$ cat src/verilog/cu_defines.svh
// Width macros for the multicycle control unit
// Opcode sits in the top bits of the instruction and funct in the bottom bits
// Changing a width here also changes the matching enum widths in the package

`ifndef CU_DEFINES_SVH
`define CU_DEFINES_SVH

//--------------------------------------------------
// Instruction format
//--------------------------------------------------

// Full instruction word
`define CU_DATA_WIDTH 32

// Opcode field at the top of the word
`define CU_OPCODE_WIDTH 6

// Funct field of R-type instructions
`define CU_FUNCT_WIDTH 6

//--------------------------------------------------
// Datapath control
//--------------------------------------------------

// Operation code sent to the ALU
`define CU_ALU_OPRN_WIDTH 5

`endif

$ cat src/verilog/cu_pkg.sv
// Shared types for the control unit
// Enum labels carry a short prefix so that equal names in different enums stay apart

`default_nettype none

`include "cu_defines.svh"

package cu_pkg;

	//--------------------------------------------------
	// Phases and instruction encodings
	//--------------------------------------------------

	// Five-phase cycle of one instruction
	typedef enum logic [2:0] {
		PH_FETCH  = 3'd0,
		PH_DECODE = 3'd1,
		PH_EXE    = 3'd2,
		PH_MEM    = 3'd3,
		PH_WB     = 3'd4
	} proc_phase_t;

	// Supported opcodes, everything else decodes as a no-op
	typedef enum logic [`CU_OPCODE_WIDTH-1:0] {
		OP_RTYPE = `CU_OPCODE_WIDTH'h00,
		OP_J     = `CU_OPCODE_WIDTH'h02,
		OP_JAL   = `CU_OPCODE_WIDTH'h03,
		OP_BEQ   = `CU_OPCODE_WIDTH'h04,
		OP_BNE   = `CU_OPCODE_WIDTH'h05,
		OP_ADDI  = `CU_OPCODE_WIDTH'h08,
		OP_SLTI  = `CU_OPCODE_WIDTH'h0a,
		OP_ANDI  = `CU_OPCODE_WIDTH'h0c,
		OP_ORI   = `CU_OPCODE_WIDTH'h0d,
		OP_LUI   = `CU_OPCODE_WIDTH'h0f,
		OP_MULI  = `CU_OPCODE_WIDTH'h1d,
		OP_LW    = `CU_OPCODE_WIDTH'h23,
		OP_SW    = `CU_OPCODE_WIDTH'h2b
	} opcode_t;

	// R-type funct codes
	typedef enum logic [`CU_FUNCT_WIDTH-1:0] {
		FN_SLL = `CU_FUNCT_WIDTH'h00,
		FN_SRL = `CU_FUNCT_WIDTH'h02,
		FN_JR  = `CU_FUNCT_WIDTH'h08,
		FN_ADD = `CU_FUNCT_WIDTH'h20,
		FN_SUB = `CU_FUNCT_WIDTH'h22,
		FN_AND = `CU_FUNCT_WIDTH'h24,
		FN_OR  = `CU_FUNCT_WIDTH'h25,
		FN_NOR = `CU_FUNCT_WIDTH'h27,
		FN_SLT = `CU_FUNCT_WIDTH'h2a,
		FN_MUL = `CU_FUNCT_WIDTH'h2c
	} funct_t;

	// ALU operation codes as the datapath expects them
	typedef enum logic [`CU_ALU_OPRN_WIDTH-1:0] {
		ALU_NOP = `CU_ALU_OPRN_WIDTH'h00,
		ALU_ADD = `CU_ALU_OPRN_WIDTH'h01,
		ALU_SUB = `CU_ALU_OPRN_WIDTH'h02,
		ALU_MUL = `CU_ALU_OPRN_WIDTH'h03,
		ALU_SRL = `CU_ALU_OPRN_WIDTH'h04,
		ALU_SLL = `CU_ALU_OPRN_WIDTH'h05,
		ALU_AND = `CU_ALU_OPRN_WIDTH'h06,
		ALU_OR  = `CU_ALU_OPRN_WIDTH'h07,
		ALU_NOR = `CU_ALU_OPRN_WIDTH'h08,
		ALU_SLT = `CU_ALU_OPRN_WIDTH'h09
	} alu_oprn_t;

	//--------------------------------------------------
	// Datapath selects
	//--------------------------------------------------

	typedef enum logic [1:0] {OP2_RT, OP2_SHAMT, OP2_SIGN_IMM, OP2_ZERO_IMM} op2_sel_t;
	typedef enum logic [1:0] {WA_RD, WA_RT, WA_R31} wa_sel_t;
	typedef enum logic [1:0] {WD_ALU, WD_MEM, WD_LUI_IMM, WD_PC} wd_sel_t;
	typedef enum logic [1:0] {PC_NEXT, PC_BRANCH, PC_JUMP, PC_REG} pc_sel_t;
	typedef enum logic [1:0] {MEM_NONE, MEM_LOAD, MEM_STORE} mem_op_t;
	typedef enum logic [1:0] {BR_NONE, BR_EQ, BR_NE} branch_t;

	// Per-instruction decode result, held until the next accept
	typedef struct packed {
		alu_oprn_t alu_oprn;
		op2_sel_t  op2_sel;
		mem_op_t   mem_op;
		branch_t   branch;
		logic      rf_write;
		wa_sel_t   wa_sel;
		wd_sel_t   wd_sel;
		// Only NEXT, JUMP or REG
		pc_sel_t   jump_sel;
	} decoded_instr_t;

	// Control word seen by the datapath in each phase
	typedef struct packed {
		logic      pc_load;
		pc_sel_t   pc_sel;
		logic      mem_read;
		logic      mem_write;
		logic      mem_addr_from_alu;
		logic      rf_read;
		logic      rf_write;
		wa_sel_t   wa_sel;
		wd_sel_t   wd_sel;
		op2_sel_t  op2_sel;
		alu_oprn_t alu_oprn;
	} ctrl_word_t;

endpackage

`default_nettype wire

$ cat src/verilog/proc_sequencer.sv
// Phase FSM of the multicycle control unit
// Waits in FETCH for instr_valid, the other four phases take one cycle each
// Unused phase encodings recover to FETCH

`timescale 1ns/10ps
`default_nettype none

module proc_sequencer
	import cu_pkg::*;
(
	input  wire logic   CLK,
	input  wire logic   rst_n,
	input  wire logic   instr_valid,
	output logic        instr_ready,
	output logic        accept,
	output proc_phase_t phase
);

	proc_phase_t next_phase;

	//--------------------------------------------------
	// Instruction handshake
	//--------------------------------------------------

	// Ready only while parked in FETCH
	assign instr_ready = (phase == PH_FETCH);

	// Handshake fire, shared with decoder and control word
	assign accept = instr_ready & instr_valid;

	//--------------------------------------------------
	// Phase register
	//--------------------------------------------------

	// Fixed order, only FETCH can stall
	always_comb begin
		case (phase)
			PH_FETCH:  next_phase = accept ? PH_DECODE : PH_FETCH;
			PH_DECODE: next_phase = PH_EXE;
			PH_EXE:    next_phase = PH_MEM;
			PH_MEM:    next_phase = PH_WB;
			PH_WB:     next_phase = PH_FETCH;
			default:   next_phase = PH_FETCH;
		endcase
	end

	always_ff @(posedge CLK or negedge rst_n) begin
		if (!rst_n) begin
			phase <= PH_FETCH;
		end else begin
			phase <= next_phase;
		end
	end

endmodule

`default_nettype wire

$ cat src/verilog/instr_decoder.sv
// Instruction register and opcode/funct decode
// instr is captured on the accept edge only, dec follows the register combinationally
// Unknown opcodes or functs give a no-op with no writes and PC_NEXT

`timescale 1ns/10ps
`default_nettype none

`include "cu_defines.svh"

module instr_decoder
	import cu_pkg::*;
(
	input  wire logic                      CLK,
	input  wire logic                      rst_n,
	input  wire logic                      accept,
	input  wire logic [`CU_DATA_WIDTH-1:0] instr,
	output decoded_instr_t                 dec
);

	// Baseline decode, also the result for anything unsupported
	localparam decoded_instr_t DEC_NOP = '{
		alu_oprn: ALU_NOP,
		op2_sel:  OP2_RT,
		mem_op:   MEM_NONE,
		branch:   BR_NONE,
		rf_write: 1'b0,
		wa_sel:   WA_RD,
		wd_sel:   WD_ALU,
		jump_sel: PC_NEXT
	};

	logic [`CU_DATA_WIDTH-1:0] instr_reg;
	opcode_t                   opcode;
	funct_t                    funct;

	//--------------------------------------------------
	// Instruction register
	//--------------------------------------------------

	// All zeros reads as sll r0 and is never used before a fetch
	always_ff @(posedge CLK or negedge rst_n) begin
		if (!rst_n) begin
			instr_reg <= '0;
		end else if (accept) begin
			instr_reg <= instr;
		end
	end

	// Field extraction
	assign opcode = opcode_t'(instr_reg[`CU_DATA_WIDTH-1 -: `CU_OPCODE_WIDTH]);
	assign funct  = funct_t'(instr_reg[`CU_FUNCT_WIDTH-1:0]);

	//--------------------------------------------------
	// Decode
	//--------------------------------------------------

	always_comb begin
		dec = DEC_NOP;
		case (opcode)
			OP_RTYPE: begin
				case (funct)
					FN_ADD:  dec.alu_oprn = ALU_ADD;
					FN_SUB:  dec.alu_oprn = ALU_SUB;
					FN_MUL:  dec.alu_oprn = ALU_MUL;
					FN_AND:  dec.alu_oprn = ALU_AND;
					FN_OR:   dec.alu_oprn = ALU_OR;
					FN_NOR:  dec.alu_oprn = ALU_NOR;
					FN_SLT:  dec.alu_oprn = ALU_SLT;
					FN_SLL:  dec.alu_oprn = ALU_SLL;
					FN_SRL:  dec.alu_oprn = ALU_SRL;
					// jr jumps to R[rs] and writes nothing
					FN_JR:   dec.jump_sel = PC_REG;
					default: dec.alu_oprn = ALU_NOP;
				endcase
				// Every ALU funct writes rd with the ALU result
				if (dec.alu_oprn != ALU_NOP) begin
					dec.rf_write = 1'b1;
					dec.wa_sel   = WA_RD;
					dec.wd_sel   = WD_ALU;
				end
				// Shifts take shamt as operand 2
				if (funct == FN_SLL || funct == FN_SRL) begin
					dec.op2_sel = OP2_SHAMT;
				end
			end
			// Arithmetic immediates, sign extended, result to rt
			OP_ADDI, OP_MULI, OP_SLTI: begin
				dec.op2_sel  = OP2_SIGN_IMM;
				dec.rf_write = 1'b1;
				dec.wa_sel   = WA_RT;
				dec.alu_oprn = (opcode == OP_ADDI) ? ALU_ADD :
					(opcode == OP_MULI) ? ALU_MUL : ALU_SLT;
			end
			// Logical immediates, zero extended
			OP_ANDI, OP_ORI: begin
				dec.op2_sel  = OP2_ZERO_IMM;
				dec.rf_write = 1'b1;
				dec.wa_sel   = WA_RT;
				dec.alu_oprn = (opcode == OP_ANDI) ? ALU_AND : ALU_OR;
			end
			// Upper immediate bypasses the ALU
			OP_LUI: begin
				dec.op2_sel  = OP2_SIGN_IMM;
				dec.rf_write = 1'b1;
				dec.wa_sel   = WA_RT;
				dec.wd_sel   = WD_LUI_IMM;
			end
			// Compare by subtraction, zero flag decides in WB
			OP_BEQ, OP_BNE: begin
				dec.alu_oprn = ALU_SUB;
				dec.op2_sel  = OP2_RT;
				dec.branch   = (opcode == OP_BEQ) ? BR_EQ : BR_NE;
			end
			// Address is rs plus sign-extended offset
			OP_LW: begin
				dec.alu_oprn = ALU_ADD;
				dec.op2_sel  = OP2_SIGN_IMM;
				dec.mem_op   = MEM_LOAD;
				dec.rf_write = 1'b1;
				dec.wa_sel   = WA_RT;
				dec.wd_sel   = WD_MEM;
			end
			OP_SW: begin
				dec.alu_oprn = ALU_ADD;
				dec.op2_sel  = OP2_SIGN_IMM;
				dec.mem_op   = MEM_STORE;
			end
			OP_J: begin
				dec.jump_sel = PC_JUMP;
			end
			// Link address goes to r31
			OP_JAL: begin
				dec.jump_sel = PC_JUMP;
				dec.rf_write = 1'b1;
				dec.wa_sel   = WA_R31;
				dec.wd_sel   = WD_PC;
			end
			default: dec = DEC_NOP;
		endcase
	end

endmodule

`default_nettype wire

$ cat src/verilog/ctrl_word_gen.sv
// Control word for the datapath, purely combinational
// Valid during the phase it belongs to, the zero flag only matters in WB
// Fields not driven in a phase stay at 0, RT or NEXT

`timescale 1ns/10ps
`default_nettype none

module ctrl_word_gen
	import cu_pkg::*;
(
	input  wire proc_phase_t    phase,
	input  wire decoded_instr_t dec,
	input  wire logic           zero,
	output ctrl_word_t          ctrl
);

	// All strobes off, selects at their first value
	localparam ctrl_word_t CTRL_IDLE = '{
		pc_load:           1'b0,
		pc_sel:            PC_NEXT,
		mem_read:          1'b0,
		mem_write:         1'b0,
		mem_addr_from_alu: 1'b0,
		rf_read:           1'b0,
		rf_write:          1'b0,
		wa_sel:            WA_RD,
		wd_sel:            WD_ALU,
		op2_sel:           OP2_RT,
		alu_oprn:          ALU_NOP
	};

	logic take_branch;

	//--------------------------------------------------
	// Branch decision
	//--------------------------------------------------

	// Consumed in WB only
	always_comb begin
		case (dec.branch)
			BR_EQ:   take_branch = zero;
			BR_NE:   take_branch = ~zero;
			default: take_branch = 1'b0;
		endcase
	end

	//--------------------------------------------------
	// Per-phase control word
	//--------------------------------------------------

	always_comb begin
		ctrl = CTRL_IDLE;
		case (phase)
			// Operands read, ALU set up
			PH_EXE: begin
				ctrl.mem_read = 1'b1;
				ctrl.rf_read  = 1'b1;
				ctrl.alu_oprn = dec.alu_oprn;
				ctrl.op2_sel  = dec.op2_sel;
			end
			// ALU held so the address stays stable
			PH_MEM: begin
				ctrl.alu_oprn = dec.alu_oprn;
				ctrl.op2_sel  = dec.op2_sel;
				case (dec.mem_op)
					MEM_LOAD: begin
						ctrl.mem_read          = 1'b1;
						ctrl.mem_addr_from_alu = 1'b1;
					end
					MEM_STORE: begin
						ctrl.mem_write         = 1'b1;
						ctrl.mem_addr_from_alu = 1'b1;
					end
					default: ctrl.mem_read = 1'b1;
				endcase
			end
			// Register write back and PC update
			PH_WB: begin
				ctrl.alu_oprn = dec.alu_oprn;
				ctrl.op2_sel  = dec.op2_sel;
				ctrl.pc_load  = 1'b1;
				ctrl.rf_write = dec.rf_write;
				ctrl.rf_read  = ~dec.rf_write;
				ctrl.wa_sel   = dec.wa_sel;
				ctrl.wd_sel   = dec.wd_sel;
				// Taken branch wins over the jump select
				ctrl.pc_sel   = take_branch ? PC_BRANCH : dec.jump_sel;
			end
			// FETCH and DECODE read memory and registers at the PC address
			default: begin
				ctrl.mem_read = 1'b1;
				ctrl.rf_read  = 1'b1;
			end
		endcase
	end

endmodule

`default_nettype wire

$ cat src/verilog/control_unit.sv
// Top of the multicycle control unit, one instruction in flight
// instr must stay stable while instr_valid waits for instr_ready
// Sequencer, decoder and control word generator only

`timescale 1ns/10ps
`default_nettype none

`include "cu_defines.svh"

module control_unit
	import cu_pkg::*;
(
	input  wire logic                      CLK,
	input  wire logic                      rst_n,
	input  wire logic [`CU_DATA_WIDTH-1:0] instr,
	input  wire logic                      instr_valid,
	output logic                           instr_ready,
	input  wire logic                      zero,
	output proc_phase_t                    phase,
	output ctrl_word_t                     ctrl
);

	// Handshake fire from the sequencer
	logic           accept;
	// Decoded fields of the held instruction
	decoded_instr_t dec;

	//--------------------------------------------------
	// Phase FSM and handshake
	//--------------------------------------------------
	proc_sequencer sequencer_inst (
		.CLK         (CLK),
		.rst_n       (rst_n),
		.instr_valid (instr_valid),
		.instr_ready (instr_ready),
		.accept      (accept),
		.phase       (phase)
	);

	// Instruction register and decode
	instr_decoder decoder_inst (
		.CLK    (CLK),
		.rst_n  (rst_n),
		.accept (accept),
		.instr  (instr),
		.dec    (dec)
	);

	// Datapath control word
	ctrl_word_gen ctrl_gen_inst (
		.phase (phase),
		.dec   (dec),
		.zero  (zero),
		.ctrl  (ctrl)
	);

endmodule

`default_nettype wire

$ cat config.mk
export PLATFORM = sky130hd
export DESIGN_NAME = control_unit
export DESIGN_NICKNAME = d
export VERILOG_FILES = /design/src/verilog/cu_pkg.sv /design/src/verilog/proc_sequencer.sv /design/src/verilog/instr_decoder.sv /design/src/verilog/ctrl_word_gen.sv /design/src/verilog/control_unit.sv
export VERILOG_INCLUDE_DIRS = /design/src /design/src/verilog
export SDC_FILE = /design/constraint.sdc
export NUM_CORES = 1
export LEC_CHECK = 0
export BUFFER_PORTS_ARGS = -buffer_cell sky130_fd_sc_hd__buf_4
export CAP_MARGIN = 20
export CORE_UTILIZATION = 40
export DETAILED_ROUTE_END_ITERATION = 16
export PLACE_DENSITY = 0.83
export SLEW_MARGIN = 0
export SYNTH_ARGS = -nofsm -noshare
export SYNTH_HDL_FRONTEND = slang
export SYNTH_SLANG_ARGS = --single-unit
$ cat constraint.sdc
create_clock -name CLK -period 2.2 [get_ports CLK]
set_clock_uncertainty 0.15 [all_clocks]
set_input_delay 0.22 -clock CLK [delete_from_list [all_inputs] [get_ports CLK]]
set_output_delay 0.22 -clock CLK [all_outputs]
set_load 0.02 [all_outputs]
Yosys cells after proc, flatten, opt, wreduce, memory -nomap -nowiden
Index checks and enable logic that the tools add are counted.
Widths: inputs -> output; s select.
{"block": "word_totals", "elab_cells": 77, "output_inout_bits": 23, "ff_bits": 35, "inputBits": 36}
{"block": "classes", "n_bitwise": 3, "n_eq_ne": 29, "n_reduce_logical": 14, "mux": 29}
{"cell": "$eq 6x6->1 const B", "count": 9}
{"cell": "$eq 6x4->1 const B", "count": 6}
{"cell": "$pmux 4 s9", "count": 1}
{"cell": "$pmux 5 s5", "count": 1}
{"cell": "$mux 5", "count": 4}
{"cell": "$eq 6x2->1 const B", "count": 3}
{"cell": "$eq 6x3->1 const B", "count": 2}
{"cell": "$logic_not 6->1", "count": 2}
{"cell": "$pmux 3 s4", "count": 1}
{"cell": "$mux 2", "count": 5}
{"cell": "$reduce_or 2->1", "count": 5}
{"cell": "$pmux 3 s3", "count": 1}
{"cell": "$pmux 2 s2", "count": 2}
{"cell": "$pmux 2 s4", "count": 1}
{"cell": "$mux 7", "count": 1}
{"cell": "$reduce_or 7->1", "count": 1}
{"cell": "$eq 3x2->1 const B", "count": 2}
{"cell": "$eq 6x5->1 const B", "count": 1}
{"cell": "$mux 1", "count": 6}
{"cell": "$pmux 1 s2", "count": 3}
{"cell": "$pmux 2 s3", "count": 1}
{"cell": "$reduce_or 3->1", "count": 2}
{"cell": "$reduce_or 6->1", "count": 1}
{"cell": "$reduce_bool 5->1", "count": 1}
{"cell": "other kinds (10)", "count": 13}

Longest topological paths before layout
{"block": "depth", "depth_word": 8, "ltp_mapped": 7, "depth_no_buf": 6}

Hierarchy
From an unflattened synthesis, not the netlist that was laid out.
{"block": "unflattened", "hier_cells": 159, "area_unflattened_um2": 1302.5}
{"mod": "instr_decoder", "area_each_um2": 974.7, "cells_each": 120, "seq_area_each_um2": 300.3, "n_inst": 1}
{"mod": "ctrl_word_gen", "area_each_um2": 207.7, "cells_each": 28, "seq_area_each_um2": 0.0, "n_inst": 1}
{"mod": "proc_sequencer", "area_each_um2": 120.1, "cells_each": 11, "seq_area_each_um2": 75.1, "n_inst": 1}

Least setup slack after synthesis
OpenSTA, ideal clock, no wires.
{"block": "synth_path", "path_kind": "register to output", "start": "register decoder_inst.instr_reg[26]", "end": "output port ctrl[3] (netlist name)", "path_stages_with_launch": 8, "path_slack_ns": -0.218, "t_arrival_ns": 2.048, "path_buffers": 1, "required_time_ns": 1.830, "cell_sequence": "dfrtp_1 -> buf_1 -> and2_0 -> nand3_1 -> ha_1 -> o21ai_0 -> o21bai_1 -> nor3_1"}
{"item": "start: declaration", "line_no": "instr_decoder.sv:32", "source": "logic [`CU_DATA_WIDTH-1:0] instr_reg;"}
{"item": "start signal: assignment", "line_no": "instr_decoder.sv:45", "source": "instr_reg <= instr;"}
{"item": "end: declaration", "line_no": "control_unit.sv:20", "source": "output ctrl_word_t ctrl"}

==> flow_metrics.tcl <==
set metrics [dict create \
    synth-edff-count 0 \
    grt_use_total_pct 22.3 \
    synthDistinctLibCells 45 \
    die_w_um 56.6 \
    drt-total-wl_mm 4.14 \
    cts_tree "done" \
    switchingPower_uw 1230 \
    cp.arrival_ps 2160 \
    htree_levels 1 \
    drv_cap 0 \
    dieArea_um2 3200 \
    fp.dieH_um 56.6 \
    cp-end-kind "output port" \
    num_rows 19 \
    dp_cells 217 \
    portBuffers 37 \
    fin_ws_ps -335 \
    antenna_left 0 \
    dp_hpwl_mm 2.47 \
    path_max_fanout 4 \
    final_cell_mix "buf_4, dfrtp_1, mux2_2" \
    synth_top_family_by_area "simple AND/OR/NAND/NOR gates" \
    synthFlopType "dfrtp_1" \
    outcome "finished, violations left" \
    finalCritPeriodShare_pct 115 \
    synth-seq-cells 15 \
    wire_per_inst_um 17.2 \
    synthArstFlopShare_pct 100 \
    power_density_nw_per_um2 1320 \
    syn_avg_cell_area_um2 8.45 \
    clk_pin_slew_worst_paths_ps 100 \
    crit_path_start_kind "flip-flop" \
    synth_nets 179 \
    grt_overflow 0 \
    grt_pass1_wl_mm 5.65 \
    min_path_type "input pin to flip-flop" \
    synth_compound_area_share_pct 15.9 \
    initial_utilization_pct 42.8 \
    finalHoldViolations 0 \
    grt_pass1_vias 1322 \
    slew_headroom_pct 65.0 \
    core_um2 2780 \
    synthSimpleGateAreaFrac_pct 30.4 \
    drc_errors 0 \
    largest_reg_flops 12 \
    final_common_cell "buf_4" \
    whs_ps 5.78 \
    timing.fmax_mhz 395 \
    antenna_found_initial 0 \
    nets 249 \
    ir_drop_v 0.000900 \
    violations "negative setup slack" \
    drtIter0Drc 71 \
    post-route-min-period_ps 2530 \
    cts-buffers-inserted 3 \
    synth_area_um2 1190 \
    vias_per_cell 5.77 \
    comb_power_share_pct 69.1 \
    post-place-ws_ps -38.9 \
    final_layout_size_suffix_gt1_share_pct 58.1 \
    synth-seq-area-share_pct 31.5 \
    synth_fa_ha_area_share_pct 2.10 \
    grt_max_degree 16 \
    yosys_warnings 0 \
    worstPathRequired_ps 1830 \
    instances_no_fill 241 \
    place.gp.congestion 0.878 \
    cts_root_buf "clkbuf_4" \
    postSynthCellCount 141 \
    power.internal_uw 1400 \
    synth.area.mux_share_pct 10.4 \
    tightest_slew_ps 512 \
    syn2layout_area_growth_pct 67.8 \
    p_sw_share_pct 46.7 \
    vias 1391 \
    clkPwrFrac_pct 6.2 \
    clk_latency_ps 290 \
    leakage_uw 0.000846 \
    rsz0062_at_grt "true" \
    path_class "flip-flop to output port" \
    ios 59 \
    cts.sinks 15 \
    clockBufferDepth 2 \
    yosys.area_share.xor_xnor_pct 3.68 \
    p_seq_share_pct 24.7 \
    setup_viol 13 \
    slew_violations 0 \
    dr.pass1.iters 4 \
    antenna_cells 0 \
]
[timing repair]
item                                   in CTS  in global routing
setup endpoints to repair                  14                 15
hold buffers                                7                  0
buffers inserted                            6                  7
endpoints found under the hold margin      21                  0
resized for setup                          21                 26
pin swaps                                   8                  7
[worst max-delay path, cell delays in order, from the launching register on]
cell and delay [ps]:
dfrtp_1 420, or4_4 550, nor4_4 170, or3b_1 410
a21oi_2 170, buf_6 130
[synthesized netlist by cell type, types with 4 or more instances]
library cell	count	area, µm²
nor3_1	6	30.0
a21oi_1	10	50.1
o21ai_0	6	30.0
nand2_1	9	33.8
clkbuf_1	10	37.5
nor3b_1	6	45.0
mux2_2	11	124
nor2_1	10	37.5
xnor2_1	4	35.0
dfrtp_1	15	375
[layout make-up]
class	count	area [µm²]
inverter	4	17.5
clock inverter	1	5.00
timing repair buffer	78	633
multi-input combinational	109	902
tap	31	38.8
sequential	15	379
clock buffer	3	22.5
fill	188	783
[metrics by stage]
step                      total power [µW]  util [%]  area, µm²  setup TNS, ps
final                                 2630      71.8       2000          -2470
after detailed placement              2000      58.5       1630          -38.9
after floorplan                       1470         -       1210           -229
after CTS                             2340      66.0       1840          -2060
after global placement                1930      58.5       1630              0
after global routing                  2760      71.8       2000          -3360
[power groups by stage]
stage	registers [µW]	logic, µW	clock network (µW)
after floorplan	551	919	0
after global placement	615	1310	0
after detailed placement	632	1360	0
after CTS	624	1550	170
after global routing	670	1910	177
final	649	1820	164
[per-layer routing]
metal	vias up	global-route usage, %	share of wire [%]
li1	643	-	-
met1	671	26.5	40
met2	72	39.0	52
met3	5	3.46	6.9
met4	0	10.5	1.1
met5	-	0	0
[cells by family after synthesis]
group	count (synthesis)
other	1
xor gates and xnor gates	5
buffers and inverters	17
muxes	11
and+or+nand+nor	60
adders and majority gates	2
DFF	15
AOI/OAI and AO/OA	30
[final timing paths]
kind	depth (start not counted)	slack (ps)	startpoint	endpoint
max	5	-330	decoder_inst.instr_reg[28]$_DFFE_PN0P_	ctrl[5]
min	2	6	instr[5]	decoder_inst.instr_reg[5]$_DFFE_PN0P_
max reg2reg	5	290	sequencer_inst.phase[2]$_DFF_PN0_	decoder_inst.instr_reg[31]$_DFFE_PN0P_
min reg2reg	1	440	decoder_inst.instr_reg[0]$_DFFE_PN0P_	decoder_inst.instr_reg[0]$_DFFE_PN0P_
max in group asynchronous	2	1530	rst_n	sequencer_inst.phase[1]$_DFF_PN0_
min in group asynchronous	2	160	rst_n	decoder_inst.instr_reg[1]$_DFFE_PN0P_
No activity file was read; power rests on OpenSTA's default activity.
